--- src/verilog/uart_cfg_pkg.sv ---
package uart_cfg_pkg;

	// Line timing.
	// The clock is picked against the baud rate so that one bit spans
	// sixteen cycles, which keeps simulated frames short.
	localparam int CCLK_HZ = 921_600;
	localparam int BAUD_RATE = 57_600;
	localparam int BIT_CYCLES = CCLK_HZ / BAUD_RATE; // Cycles per serial bit.

	// Frame format is fixed 8N1.
	localparam int DATA_BITS = 8;

	// Transmit queue sizing.
	localparam int FIFO_DEPTH = 16; // Bytes held ahead of the serializer.
	localparam int FIFO_AW = $clog2(FIFO_DEPTH);

endpackage

--- src/verilog/uart_types_pkg.sv ---
package uart_types_pkg;

	// Host byte word, used both as a write strobe and as a receive strobe.
	typedef struct packed {
		logic valid; // High for one cycle per byte.
		logic [uart_cfg_pkg::DATA_BITS-1:0] data;
	} sys_byte_t;

	// Read side of the transmit FIFO as seen by the serializer.
	typedef struct packed {
		logic empty; // Level, follows the FIFO count.
		logic [uart_cfg_pkg::DATA_BITS-1:0] data; // Byte taken by the last pop.
	} fifo_rd_t;

endpackage
--- src/verilog/byte_fifo.sv ---
`timescale 1ns/1ps

module byte_fifo #(
	parameter int DEPTH = uart_cfg_pkg::FIFO_DEPTH
) (
	input  logic                     cclk,
	input  logic                     cclk_rst_b,
	input  logic                     wr_en,
	input  logic [7:0]               wr_data,
	input  logic                     rd_en,
	output uart_types_pkg::fifo_rd_t rd,
	output logic                     full
);

	logic [7:0] mem [DEPTH];
	logic [$clog2(DEPTH)-1:0] wr_ptr;
	logic [$clog2(DEPTH)-1:0] rd_ptr;
	logic [$clog2(DEPTH):0] count;
	logic [7:0] rd_data;
	logic empty;
	logic push;
	logic pop;

	assign full = (count == ($clog2(DEPTH) + 1)'(DEPTH));
	assign empty = (count == '0);
	assign push = wr_en && !full; // Writes into a full queue are lost.
	assign pop = rd_en && !empty;

	assign rd = '{empty: empty, data: rd_data};

	always_ff @(posedge cclk) begin
		if (push) begin
			mem[wr_ptr] <= wr_data;
		end
	end

	// Read data stays put until the next pop.
	always_ff @(posedge cclk) begin
		if (pop) begin
			rd_data <= mem[rd_ptr];
		end
	end

	always_ff @(posedge cclk or negedge cclk_rst_b) begin
		if (!cclk_rst_b) begin
			wr_ptr <= '0;
			rd_ptr <= '0;
			count <= '0;
		end else begin
			if (push) begin
				wr_ptr <= wr_ptr + 1'b1; // Wraps on its own for a power of two depth.
			end
			if (pop) begin
				rd_ptr <= rd_ptr + 1'b1;
			end
			case ({push, pop})
				2'b10: count <= count + 1'b1;
				2'b01: count <= count - 1'b1;
				default: count <= count;
			endcase
		end
	end

	// The serializer must only pop when a byte is waiting.
	a_no_read_empty: assert property (
		@(posedge cclk) disable iff (!cclk_rst_b)
		rd_en |-> !empty
	) else $error("byte_fifo: read while empty");

	a_count_bound: assert property (
		@(posedge cclk) disable iff (!cclk_rst_b)
		count <= DEPTH
	) else $error("byte_fifo: count above depth");

endmodule

--- src/verilog/rs232_rx.sv ---
`timescale 1ns/1ps

module rs232_rx (
	input  logic                      cclk,
	input  logic                      cclk_rst_b,
	input  logic                      serial_rx,
	output uart_types_pkg::sys_byte_t sys_idata,
	output logic                      frame_err
);

	import uart_cfg_pkg::*;

	logic rx_meta;
	logic rx_sync;
	logic rx_sync_d;
	logic rx_busy;
	logic [$clog2(BIT_CYCLES)-1:0] rx_timer;
	logic [$clog2(BIT_CYCLES)-1:0] rx_target;
	logic [$clog2(DATA_BITS + 2)-1:0] rx_bit; // 0 start check, 1 to DATA_BITS data, then stop.
	logic [DATA_BITS-1:0] rx_shift;
	logic [DATA_BITS-1:0] rx_data;
	logic rx_valid;
	logic start_edge;
	logic sample;
	logic stop_bit;

	assign start_edge = !rx_busy && rx_sync_d && !rx_sync;
	assign stop_bit = (rx_bit == $bits(rx_bit)'(DATA_BITS + 1));

	// First sample lands half a bit in, the rest one bit apart.
	assign rx_target = (rx_bit == '0) ? $bits(rx_timer)'(BIT_CYCLES / 2 - 1) :
	                                    $bits(rx_timer)'(BIT_CYCLES - 1);
	assign sample = rx_busy && (rx_timer == rx_target);

	assign sys_idata = '{valid: rx_valid, data: rx_data};

	// The line idles high, so the synchronizer resets to one.
	always_ff @(posedge cclk or negedge cclk_rst_b) begin
		if (!cclk_rst_b) begin
			rx_meta <= 1'b1;
			rx_sync <= 1'b1;
			rx_sync_d <= 1'b1;
		end else begin
			rx_meta <= serial_rx;
			rx_sync <= rx_meta;
			rx_sync_d <= rx_sync;
		end
	end

	always_ff @(posedge cclk or negedge cclk_rst_b) begin
		if (!cclk_rst_b) begin
			rx_busy <= 1'b0;
			rx_timer <= '0;
			rx_bit <= '0;
			rx_valid <= 1'b0;
			frame_err <= 1'b0;
		end else begin
			rx_valid <= 1'b0;
			frame_err <= 1'b0;
			if (start_edge) begin
				rx_busy <= 1'b1;
				rx_timer <= '0;
				rx_bit <= '0;
			end else if (sample) begin
				rx_timer <= '0;
				if (rx_bit == '0 && rx_sync) begin
					rx_busy <= 1'b0; // Start bit went high again, so it was a glitch.
				end else if (stop_bit) begin
					rx_busy <= 1'b0;
					rx_valid <= rx_sync;
					frame_err <= !rx_sync;
				end else begin
					rx_bit <= rx_bit + 1'b1;
				end
			end else if (rx_busy) begin
				rx_timer <= rx_timer + 1'b1;
			end
		end
	end

	always_ff @(posedge cclk) begin
		if (sample && rx_bit != '0 && !stop_bit) begin
			rx_shift <= {rx_sync, rx_shift[DATA_BITS-1:1]};
		end
		if (sample && stop_bit && rx_sync) begin
			rx_data <= rx_shift; // Held until the next good frame.
		end
	end

	a_strobe_excl: assert property (
		@(posedge cclk) disable iff (!cclk_rst_b)
		!(sys_idata.valid && frame_err)
	) else $error("rs232_rx: byte and framing error together");

endmodule

--- src/verilog/rs232_tx.sv ---
`timescale 1ns/1ps

module rs232_tx (
	input  logic                     cclk,
	input  logic                     cclk_rst_b,
	input  uart_types_pkg::fifo_rd_t rd,
	output logic                     rd_en,
	output logic                     serial_tx
);

	import uart_cfg_pkg::*;

	logic [$clog2(BIT_CYCLES)-1:0] bit_timer;
	logic [$clog2(DATA_BITS + 2)-1:0] tx_state; // 0 idle, 1 to DATA_BITS data, then stop.
	logic [$clog2(DATA_BITS)-1:0] bit_idx;
	logic wrap;
	logic idle;
	logic stop;

	assign wrap = (bit_timer == $bits(bit_timer)'(BIT_CYCLES - 1));
	assign idle = (tx_state == '0);
	assign stop = (tx_state == $bits(tx_state)'(DATA_BITS + 1));
	assign bit_idx = $bits(bit_idx)'(tx_state - 1'b1);

	// The pop lands on the same edge that starts the start bit.
	assign rd_en = wrap && idle && !rd.empty;

	// The bit timer never stops, so a start bit waits for the next wrap.
	always_ff @(posedge cclk or negedge cclk_rst_b) begin
		if (!cclk_rst_b) begin
			bit_timer <= '0;
		end else if (wrap) begin
			bit_timer <= '0;
		end else begin
			bit_timer <= bit_timer + 1'b1;
		end
	end

	always_ff @(posedge cclk or negedge cclk_rst_b) begin
		if (!cclk_rst_b) begin
			serial_tx <= 1'b1;
			tx_state <= '0;
		end else if (wrap) begin
			if (idle) begin
				serial_tx <= rd.empty; // Low start bit only when a byte is queued.
				if (!rd.empty) begin
					tx_state <= $bits(tx_state)'(1);
				end
			end else if (stop) begin
				serial_tx <= 1'b1;
				tx_state <= '0;
			end else begin
				serial_tx <= rd.data[bit_idx]; // LSB goes out first.
				tx_state <= tx_state + 1'b1;
			end
		end
	end

	// Between frames the line rests at the stop level.
	a_idle_high: assert property (
		@(posedge cclk) disable iff (!cclk_rst_b)
		idle |-> serial_tx
	) else $error("rs232_tx: line low while idle");

	a_pop_on_wrap: assert property (
		@(posedge cclk) disable iff (!cclk_rst_b)
		rd_en |=> (bit_timer == '0) && !serial_tx
	) else $error("rs232_tx: pop not aligned to a start bit");

endmodule

--- src/verilog/rs232_uart.sv ---
`timescale 1ns/1ps

module rs232_uart (
	input  logic                      cclk,
	input  logic                      cclk_rst_b,
	input  uart_types_pkg::sys_byte_t sys_odata,
	output logic                      tx_full,
	output logic                      serial_tx,
	input  logic                      serial_rx,
	output uart_types_pkg::sys_byte_t sys_idata,
	output logic                      rx_frame_err
);

	import uart_cfg_pkg::*;
	import uart_types_pkg::*;

	fifo_rd_t tx_rd;
	logic tx_rd_en;

	// Depth is taken as a power of two so the pointers wrap cleanly.
	byte_fifo #(
		.DEPTH(1 << FIFO_AW)
	) u_tx_fifo (
		.cclk(cclk),
		.cclk_rst_b(cclk_rst_b),
		.wr_en(sys_odata.valid),
		.wr_data(sys_odata.data),
		.rd_en(tx_rd_en),
		.rd(tx_rd),
		.full(tx_full)
	);

	rs232_tx u_tx (
		.cclk(cclk),
		.cclk_rst_b(cclk_rst_b),
		.rd(tx_rd),
		.rd_en(tx_rd_en),
		.serial_tx(serial_tx)
	);

	rs232_rx u_rx (
		.cclk(cclk),
		.cclk_rst_b(cclk_rst_b),
		.serial_rx(serial_rx),
		.sys_idata(sys_idata),
		.frame_err(rx_frame_err)
	);

endmodule

--- config.mk ---
export PLATFORM = sky130hd
export DESIGN_NAME = rs232_uart
export DESIGN_NICKNAME = d
export VERILOG_FILES = /design/src/verilog/uart_cfg_pkg.sv /design/src/verilog/uart_types_pkg.sv /design/src/verilog/byte_fifo.sv /design/src/verilog/rs232_rx.sv /design/src/verilog/rs232_tx.sv /design/src/verilog/rs232_uart.sv
export SDC_FILE = /design/constraint.sdc
export NUM_CORES = 1
export LEC_CHECK = 0
export BUFFER_PORTS_ARGS = -buffer_cell sky130_fd_sc_hd__buf_4
export CAP_MARGIN = 20
export CORE_MARGIN = 5
export CORE_UTILIZATION = 62
export CTS_BUF_LIST = sky130_fd_sc_hd__clkbuf_8 sky130_fd_sc_hd__clkbuf_16
export CTS_CLUSTER_SIZE = 20
export DETAILED_ROUTE_END_ITERATION = 7
export PLACE_DENSITY = 0.76
export RECOVER_POWER = 100
export SETUP_SLACK_MARGIN = 0.1
export SYNTH_ARGS = -nofsm -noshare
export SYNTH_HDL_FRONTEND = slang
export SYNTH_HIERARCHICAL = 1
export SYNTH_SLANG_ARGS = --single-unit
--- constraint.sdc ---
create_clock -name cclk -period 3.97 [get_ports cclk]
set_clock_uncertainty 0.05 [all_clocks]
set_input_delay 0.397 -clock cclk [delete_from_list [all_inputs] [get_ports cclk]]
set_output_delay 0.397 -clock cclk [all_outputs]
set_load 0.005 [all_outputs]
After elaboration in Yosys (flattened, before gate mapping)
Memory sizes are Yosys's and may differ from the RTL's. A register that Yosys moved wholly into a read port is not among the register bits.
Index checks and enable logic that the tools add are counted.
{"block": "totals", "out_inout_bits": 12, "reg_bits": 52, "mem_bits_rw": 128, "wordCells": 96, "n_memories": 1}
{"memory": "u_tx_fifo.mem", "words": 16, "word_bits": 8, "read_ports": 1, "rd_clocked_by_memory_dff": 1, "write_ports": 1, "line": "byte_fifo.sv:15", "text": "logic [7:0] mem [DEPTH];"}
{"block": "op_classes", "eq_ne": 10, "muxes": 31, "reduce_logical": 28, "add_sub_neg": 9, "order_cmp": 1}
{"cell": "4-bit two-way mux", "n": 12}
{"cell": "4-bit by 1-bit adder with 4-bit output, second input constant", "n": 6}
{"cell": "1-bit two-way mux", "n": 17}
{"cell": "4-bit == test, second input constant", "n": 3}
{"cell": "1-bit logical AND", "n": 12}
{"cell": "5-bit one-hot mux with 2 select lines", "n": 1}
{"cell": "4-bit logical NOT", "n": 2}
{"cell": "3-bit nonzero test", "n": 2}
{"cell": "5-bit by 1-bit adder with 5-bit output, second input constant", "n": 1}
{"cell": "5-bit == test, second input constant", "n": 1}
{"cell": "1-bit logical NOT", "n": 5}
{"cell": "5-bit logical NOT", "n": 1}
{"cell": "5-bit by 1-bit subtractor with 5-bit output, second input constant", "n": 1}
{"cell": "4-bit == test", "n": 1}
{"cell": "3-bit by 4-bit less-than comparator with 1-bit output, second input constant", "n": 1}
{"cell": "2-bit by 1-bit inequality test with 1-bit output, second input constant", "n": 2}
{"cell": "2-bit AND reduction", "n": 2}
{"cell": "2-bit nonzero test", "n": 2}
{"cell": "4-bit nonzero test", "n": 1}
{"cell": "1-bit binary-select mux with 3-bit select", "n": 1}
{"cell": "3-bit AND reduction", "n": 1}
{"cell": "3-bit by 1-bit subtractor with 3-bit output, second input constant", "n": 1}
{"cell": "2-bit by 1-bit == test with 1-bit output, second input constant", "n": 1}
{"cell": "2-bit == test, second input constant", "n": 1}
{"cell": "2-bit inequality test, second input constant", "n": 1}

Longest topological paths before layout
Gate-level depths: netlist of run 1.
{"block": "depth", "ltp_word": 6, "mapped_depth": 16, "depth_no_buf": 14}

Modules after synthesis
Netlist of run 1, hierarchy kept.
{"module": "byte_fifo", "area_per_inst_um2": 6027.0, "instances": 1, "cells_each": 341, "seq_area_each_um2": 4409.2}
{"module": "rs232_rx", "area_per_inst_um2": 1214.9, "instances": 1, "cells_each": 88, "seq_area_each_um2": 834.6}
{"module": "rs232_tx", "area_per_inst_um2": 595.6, "instances": 1, "cells_each": 55, "seq_area_each_um2": 226.5}

Worst setup path after synthesis of run 1
OpenSTA, ideal clock, no wires.
{"block": "synth_path", "path_kind": "register to register", "from": "register u_tx.tx_state[0]", "to": "register u_tx_fifo.count[4]", "arrival_ns": 3.075, "period_less_slack_ns": 3.247, "stages_incl_launch_ff": 17, "path_buffers": 2, "slack_ns": 0.723, "setup_ns": 0.123, "cell_sequence": "dfrtp_1 > buf_6 > inv_1 > ha_1 > nor3b_1 > nand3b_1 > inv_1 > nor2b_1 > buf_2 > ha_1 > inv_1 > fa_1 > nor2b_1 > o21ai_0 > nand3_1 > or3b_1 > xnor2_1"}
{"block": "synth_via", "elab_chain_len": 6, "elab_cells_between_ends": 8, "cone_classes": "eq/ne: 2; mux: 1; reduce/logical: 5"}
{"element": "start: declaration", "line": "rs232_tx.sv:14", "text": "logic [$clog2(DATA_BITS + 2)-1:0] tx_state;"}
{"element": "start signal: assignment", "line": "rs232_tx.sv:47", "text": "tx_state <= $bits(tx_state)'(1);"}
{"element": "start signal: assignment", "line": "rs232_tx.sv:54", "text": "tx_state <= tx_state + 1'b1;"}
{"element": "4-bit logical NOT *", "line": "rs232_tx.sv:21", "text": "assign idle = (tx_state == '0);"}
{"element": "1-bit logical AND * (2 in series)", "line": "rs232_tx.sv:26", "text": "assign rd_en = wrap && idle && !rd.empty;"}
{"element": "via tx_rd_en", "line": "rs232_uart.sv:18", "text": "logic tx_rd_en;"}
{"element": "1-bit logical AND *", "line": "byte_fifo.sv:27", "text": "assign pop = rd_en && !empty;"}
{"element": "via u_tx_fifo.pop", "line": "byte_fifo.sv:22", "text": "logic pop;"}
{"element": "2-bit by 1-bit == test with 1-bit output / 2-bit == test (equally long branches)", "line": "byte_fifo.sv:56", "text": "case ({push, pop})"}
{"element": "5-bit one-hot mux with 2 select lines / 2-bit nonzero test (equally long branches)"}
{"element": "end signal: assignment", "line": "byte_fifo.sv:57", "text": "2'b10: count <= count + 1'b1;"}
{"element": "end signal: assignment", "line": "byte_fifo.sv:58", "text": "2'b01: count <= count - 1'b1;"}
{"element": "end signal: assignment", "line": "byte_fifo.sv:59", "text": "default: count <= count;"}
{"element": "end: declaration", "line": "byte_fifo.sv:18", "text": "logic [$clog2(DEPTH):0] count;"}
Mark *: on every way through the listed nets, which the timed path passes. The rest lies on a longest branch.
A chain may end at the register's enable or synchronous reset.

Final worst setup path of run 1
{"block": "layout_path", "from": "register u_tx.tx_state[0]", "to": "register u_tx_fifo.count[4]"}
{"block": "layout_via", "elab_chain_len": 6, "elab_cells_between_ends": 8, "cone_classes": "eq/ne: 2; mux: 1; reduce/logical: 5"}
{"element": "4-bit logical NOT *", "line": "rs232_tx.sv:21"}
{"element": "1-bit logical AND * (2 in series)", "line": "rs232_tx.sv:26"}
{"element": "via tx_rd_en", "line": "rs232_uart.sv:18"}
{"element": "1-bit logical AND *", "line": "byte_fifo.sv:27"}
{"element": "2-bit by 1-bit == test with 1-bit output / 2-bit == test (equally long branches)", "line": "byte_fifo.sv:56"}
{"element": "5-bit one-hot mux with 2 select lines / 2-bit nonzero test (equally long branches)"}
Marked as above.

==> qor.yml, run 1 <==
global_route:
  grt_max_degree: 37
  antenna_found_initial: 0
  grt_pass1_wl_microns: 22800
  grt-ovfl-total: 0
  grt_util_all_layers_pct: 21.0
  grt_pass1_vias: 4114
detailed_routing:
  drtAntennaViolNets: 0
  wire_per_inst_microns: 20.6
  drtIter0Drc: 407
  vias: 4168
  remaining_drc_errors: 0
  drt-pass1-iter-count: 4
  viasPerCell: 5.98
  routed_wl_microns: 14300
critical_path:
  r2r_setup_slack_ns: 0.62
  crit_buf_inv: 3
  slowest_delay_ns: 0.48
  crit_path_top_delay_cell: "dfrtp_1"
  cp-start-kind: "flip-flop"
  regToRegEndpoint: "u_tx_fifo/count[4]"
  cp_top_family: "simple AND/OR/NAND/NOR gates"
  cp_common_cell: "inv_1"
  arrival_ns: 3.62
  cp_max_fo: 9
  r2r_start: "u_tx/tx_state[0]"
  cp_data_required_time_ns: 4.24
  r2r_cells: 14
  path_class: "flip-flop to flip-flop"
  endpoint_kind: "flip-flop"
  cp_cell_sequence: "inv_1 > ha_1 > nor3b_1 > nand3b_1 > inv_1 > nor2b_1 > ha_1 > inv_1 > fa_1 > nor2b_1 > o21ai_0 > nand3_1 > or3b_1 > xnor2_1"
floorplanning:
  io_pins: 24
  initial_core_util_pct: 62.6
  dieArea_sq_um: 15000
  die_h_microns: 122
  rows: 41
  fp.dieW_microns: 122
  core_area_sq_um: 12500
pwr:
  pwr_density_cell_nw_per_um2: 635
  peakVddDrop_mv: 0.462
  leakagePower_nw: 3.13
yosys:
  synth-edff-count: 152
  ys_async_sr_fraction_pct: 19.1
  yosys_warnings: 6
  ys_ff_latch: 188
  syn_nets: 515
  syn_avg_cell_area_sq_um: 16.2
  syn_area_sq_um: 7840
  postSynthCellCount: 484
  ys.flop_type: "edfxtp_1"
  synth_cell_types: 57
  synth_seq_area_share_pct: 69.8
  synth_top_area_share_pct: 58.2
  synth.area.top_cells: "edfxtp_1 58%, dfrtp_1 10%, mux4_2 4.6%, mux2i_1 3.7%, ha_1 2.9%"
  yosysTopAreaCell: "edfxtp_1"
worst_hold_path:
  hold_path_depth: 1
  worstHoldEndpoint: "u_rx/rx_meta"
  hp-start: "serial_rx"
  hp-class: "input pin to flip-flop"
sta:
  worstMarginPinSlew_ns: 1.89
  min_period_over_period_pct: 84.4
  drv_slew: 37
  setup_viol: 0
  hold_viol_final: 0
  min_period_ns: 3.35
  slew_headroom_pct: -25.9
  rsz0062_at_grt: "no"
  tns_ns: 0
  fmax_ghz: 0.298
cells_and_area:
  ff_latch_area_sq_um: 5470
  layout-area-overhead-vs-synth_pct: 10.2
  drive_above_1_share_pct: 13.9
  layout.nets: 543
  diodes: 0
  fill_cells: 864
  multi_input_area_sq_um: 2090
  final-instance-count-excl-fill: 697
clock_network:
  worstSkewPairLatency_ns: 0.43
  cts_tree: "built"
  clock_sinks: 188
  hold_buffers: 1
  cts_buffer_depth: 2
  cts_made_buffers: 17
  h-tree-depth: 4
  cts_resized: 0
  cts_setup_buffers: 0
  clkSlewWorstSetupHoldPaths_ns: 0.06
  cts_root_buf: "clkbuf_16"
placement:
  finalWeightedCongestion: 0.812
  portBuffers: 23
  place_hpwl_microns: 9540
  dp.cells: 663
run:
  drv_cap: 1
run_status:
  status: "complete, but fails checks"
  violations: "capacitance limit, slew limit"
-- layout make-up --
type	instances	area share, %
clock buffer	17	4.92
tap	172	2.49
multi-input combinational	254	24.2
clock inverter	15	2.23
sequential	188	63.3
timing repair buffer	34	2.16
inverter	17	0.738
-- cells in the final DEF (no fill, tap or decap), types with 8 or more instances in the layout --
master     netlist  routed
a21oi_1         16      16
a221oi_1         8       8
a22oi_1          8       8
clkbuf_1         5      19
clkbuf_16        0      17
clkbuf_4         0       9
dfrtp_1         32      32
edfxtp_1       152     152
ha_1            18      18
inv_1           17      17
mux2i_1         29      29
mux4_2          16      16
nand2_1         27      28
nand3_1          9       9
nor2_1          19      20
o21ai_0         33      33
-- how the worst max path moves through the flow --
stage,endpoint,slack [ns],startpoint,cells past startpoint
after floorplan,u_tx_fifo/count[4],0.72,u_tx/tx_state[0],16
after global placement,u_tx_fifo/count[4],0.79,u_tx/tx_state[0],14
after detailed placement,u_tx_fifo/count[4],0.62,u_tx/tx_state[0],14
after CTS,u_tx_fifo/count[4],0.61,u_tx/tx_state[0],14
after global routing,u_tx_fifo/rd_data[6],0.36,u_tx_fifo/rd_ptr[0],6
final,u_tx_fifo/count[4],0.62,u_tx/tx_state[0],14
-- routing by layer --
layer / up-vias / GRT usage, % / routed length (microns)
met3: 28 / 4.93 / 892
met4: 0 / 7.98 / 423
li1: 1895 / - / -
met5: - / 0 / 0
met1: 2109 / 27.9 / 5840
met2: 136 / 34.1 / 7180
-- through the flow --
step                instance area (sq um)  total power, mW  hold slack, ns  worst slack, ns  util [%]
global route                         8640             5.75         0.00535            0.362      69.0
global placement                     8110             3.77           0.297            0.792      64.8
detailed placement                   8110             3.83           0.301            0.622      64.8
finish                               8640             5.49          0.0251            0.620      69.0
floorplan                            7840             3.57          0.0514            0.723         -
CTS                                  8740             5.55         0.00563            0.614      69.8
-- worst reg2reg max path, cell delays in order, from the launching register on --
cell	delay, ns
dfrtp_1	0.48
inv_1	0.13
ha_1	0.26
nor3b_1	0.32
nand3b_1	0.14
inv_1	0.07
nor2b_1	0.18
ha_1	0.26
inv_1	0.10
fa_1	0.41
nor2b_1	0.12
o21ai_0	0.12
nand3_1	0.11
or3b_1	0.36
xnor2_1	0.13
-- flip-flops by register name, summed over array words and instances, names as in the netlist, 5 cells and up --
| signal | cells |
|---|---|
| u_tx_fifo/count | 5 |
| u_tx_fifo/mem | 128 |
| u_rx/rx_data | 8 |
| u_rx/rx_shift | 8 |
| u_tx_fifo/rd_data | 8 |
-- where the power goes --
| part | internal, mW | total [mW] | switching, mW |
|---|---|---|---|
| clock network | 1.00 | 1.74 | 0.733 |
| registers | 2.41 | 2.63 | 0.221 |
| logic | 0.514 | 1.13 | 0.613 |
| total | 3.92 | 5.49 | 1.57 |
-- cell families (layout without fill, tap and decap cells) --
kind of cell / count (synthesis) / after routing / synth area share [%]
xor+xnor: 14 / 14 / 1.66
mux: 58 / 58 / 10.6
buf+inv: 42 / 83 / 3.16
simple gates: 88 / 88 / 5.80
flops: 188 / 188 / 69.8
compound gates: 75 / 75 / 5.86
fa+ha+maj: 19 / 19 / 3.13
-- Yosys cell counts, types with 2 or more instances --
master and n:
edfxtp_1 152, o21ai_0 33, dfrtp_1 32, mux2i_1 29, nand2_1 27, nor2_1 19, ha_1 18, inv_1 17
a21oi_1 16, mux4_2 16, mux2_2 9, nand3_1 9, a221oi_1 8, a22oi_1 8, buf_2 8, nor3_1 7
xnor2_1 7, buf_6 6, xor2_1 6, clkbuf_1 5, dfstp_2 4, nand3b_1 4, buf_4 3, nor2b_1 3
a211oi_1 2, and2_1 2, and3_1 2, mux4_1 2, nand2b_1 2
No activity file was read; power rests on OpenSTA's default activity.
==> run 2: changes to the inputs <==
- clock period: 3.97 -> 3.5 ns (I/O delays scaled with it)
==> run 2 against run 1 <==
Compared with the run above: register-to-register slack got worse by 0.30 ns; critical path depth did not move; the run still ends with capacitance limit, slew limit left; largest power group unchanged; largest cell class unchanged; sequential cell count unchanged; final cell count rose by 0.57%; die area is the same; non-clock buffer count increased by 4; power up 13%; worst hold slack improved by 0.29 ns; sequential share of layout area fell by 0.27 points.
==> qor.yml, run 2 (synthesis results as in run 1) <==
detailed_routing:
  routed_wl_microns: 14000  # -2.1%
  vias: 4131  # -0.89%
  drtIter0Drc: 349  # -14%
  wire_per_inst_microns: 20.0  # -2.7%
  drtAntennaViolNets: 0  # unchanged
  viasPerCell: 5.89  # -1.5%
  drt-pass1-iter-count: 6  # +2
  remaining_drc_errors: 0  # unchanged
floorplanning:
  io_pins: 24  # unchanged
  initial_core_util_pct: 62.6  # unchanged
  dieArea_sq_um: 15000  # unchanged
  fp.dieW_microns: 122  # unchanged
  rows: 41  # unchanged
  core_area_sq_um: 12500  # unchanged
  die_h_microns: 122  # unchanged
placement:
  portBuffers: 23  # unchanged
  place_area_sq_um: 8150  # +0.52%
  place_hpwl_microns: 9710  # +1.7%
  place_ws_ns: 0.188  # -0.434 ns
  finalWeightedCongestion: 0.890  # +9.6%
global_route:
  antenna_found_initial: 0  # unchanged
  grt_util_all_layers_pct: 21.1  # +0.13 points
  grt_pass1_wl_microns: 22800  # about the same
  grt-ovfl-total: 0  # unchanged
  grt_pass1_vias: 4171  # +1.4%
  grt_max_degree: 37  # unchanged
sta:
  min_period_over_period_pct: 91.0  # +6.6 points
  hold_viol_final: 0  # unchanged
  drv_slew: 37  # unchanged
  hold_ws_ns: 0.311  # +0.286 ns
  tns_ns: 0  # unchanged
  setup_viol: 0  # unchanged
  worstMarginPinSlew_ns: 1.95  # +0.0625 ns
  fmax_ghz: 0.314  # +5.2%
  rsz0062_at_grt: "no"
  finalWorstSetupSlack_ns: 0.315  # -0.305 ns
  slew_headroom_pct: -30.0  # -4.2 points
  min_period_ns: 3.19  # -0.165 ns
clock_network:
  cts_tree: "built"
  h-tree-depth: 4  # unchanged
  cts_root_buf: "clkbuf_16"
  cts_made_buffers: 17  # unchanged
  cts_setup_buffers: 0  # unchanged
  worstSkewPairLatency_ns: 0.43  # about the same
  cts_buffer_depth: 2  # unchanged
  clkSlewWorstSetupHoldPaths_ns: 0.07  # about the same
  clock_sinks: 188  # unchanged
critical_path:
  cp_cell_sequence: "inv_1 > ha_2 > nor3b_2 > nand3b_1 > inv_1 > nor2b_1 > ha_1 > inv_1 > fa_1 > nor2b_1 > o21ai_0 > nand3_1 > or3b_1 > xnor2_1"
  cp-start-kind: "flip-flop"
  cp_data_required_time_ns: 3.77  # -0.47 ns
  path_class: "flip-flop to flip-flop"
  cp_common_cell: "inv_1"
  cp_max_fo: 5  # -4
  endpoint_kind: "flip-flop"
  crit_path_top_delay_cell: "dfrtp_1"
  arrival_ns: 3.45  # -0.17 ns
  slowest_delay_ns: 0.42  # -0.06 ns
cells_and_area:
  drive_above_1_share_pct: 15.1  # +1.2 points
  final_common_cell: "edfxtp_1"
  largest_reg_flops: 128  # unchanged
  diodes: 0  # unchanged
  final_cell_mix: "152 x edfxtp_1, 33 x o21ai_0, 32 x dfrtp_1, 29 x mux2i_1, 28 x nand2_1"
  layout.nets: 547  # +0.74%
  layout-area-overhead-vs-synth_pct: 10.7
  final_area_sq_um: 8680  # +0.43%
  largest_register: "u_tx_fifo/mem"
run_status:
  status: "complete, but fails checks"
  violations: "capacitance limit, slew limit"
pwr:
  pwr_density_cell_nw_per_um2: 713  # +12%
  leakagePower_nw: 3.16  # +0.77%
  finalPower_mw: 6.19  # +13%
  peakVddDrop_mv: 0.418  # -9.5%
run:
  drv_cap: 1  # unchanged
worst_hold_path:
  hp-class: "flip-flop to flip-flop"
-- run 2: area by class of cell --
type | instances | area, sq um
inverter | 17 | 63.8
fill | 840 | 3840
tap | 172 | 215
clock buffer | 20 | 467
clock inverter | 12 | 136
multi-input combinational | 254 | 2090
sequential | 188 | 5470
timing repair buffer | 38 | 231
-- run 2: metal layers --
layer	global-route usage, %	share of wire (%)	routed length (microns)
met1	28.2	41	5710
met2	34.4	51	7110
met3	4.29	6.3	883
met4	8.47	2.3	327
met5	0	0	0
-- run 2: worst max-delay path: cells and delay by family (launching register included) --
family                   cells  cell delay (ns)
XOR/XNOR                     1             0.13
buffers and inverters        3             0.29
adder cells (fa/ha/maj)      3             0.91
AO/OA/AOI/OAI                1             0.13
AND/OR/NAND/NOR              6             1.16
flip-flops                   1             0.42
-- run 2: path summary, 6_finish.rpt --
check / from / endpoint / slack (ns) / cells after the start
min in group asynchronous: cclk_rst_b / u_rx/rx_timer[0] / 0.96 / 2
max in group asynchronous: cclk_rst_b / u_tx_fifo/rd_ptr[3] / 1.33 / 2
hold reg to reg: u_rx/rx_meta / u_rx/rx_sync / 0.31 / 0
setup reg to reg: u_tx/tx_state[1] / u_tx_fifo/count[4] / 0.31 / 14
setup / recovery: u_tx/tx_state[1] / u_tx_fifo/count[4] / 0.31 / 14
hold / removal: u_rx/rx_meta / u_rx/rx_sync / 0.31 / 0
-- run 2: timing repair --
item                                   CTS  global route
gates resized for setup                  0             3
endpoints found under the hold margin   33             0
setup endpoints to repair                0             1
hold buffers                             2             0
-- run 2: power breakdown --
group / internal [mW] / total (mW) / leakage (nW) / switching [mW]
sequential: 2.73 / 2.98 / 1.81 / 0.251
clock: 1.11 / 1.91 / 0.295 / 0.793
combinational: 0.604 / 1.30 / 1.05 / 0.697
total: 4.45 / 6.19 / 3.16 / 1.74
-- run 2: through the flow --
step	std cells	utilization, %
2_1_floorplan	484	-
3_3_place_gp	667	65.1
3_5_place_dp	667	65.1
4_1_cts	701	70.1
5_1_grt	701	69.3
6_report	701	69.3
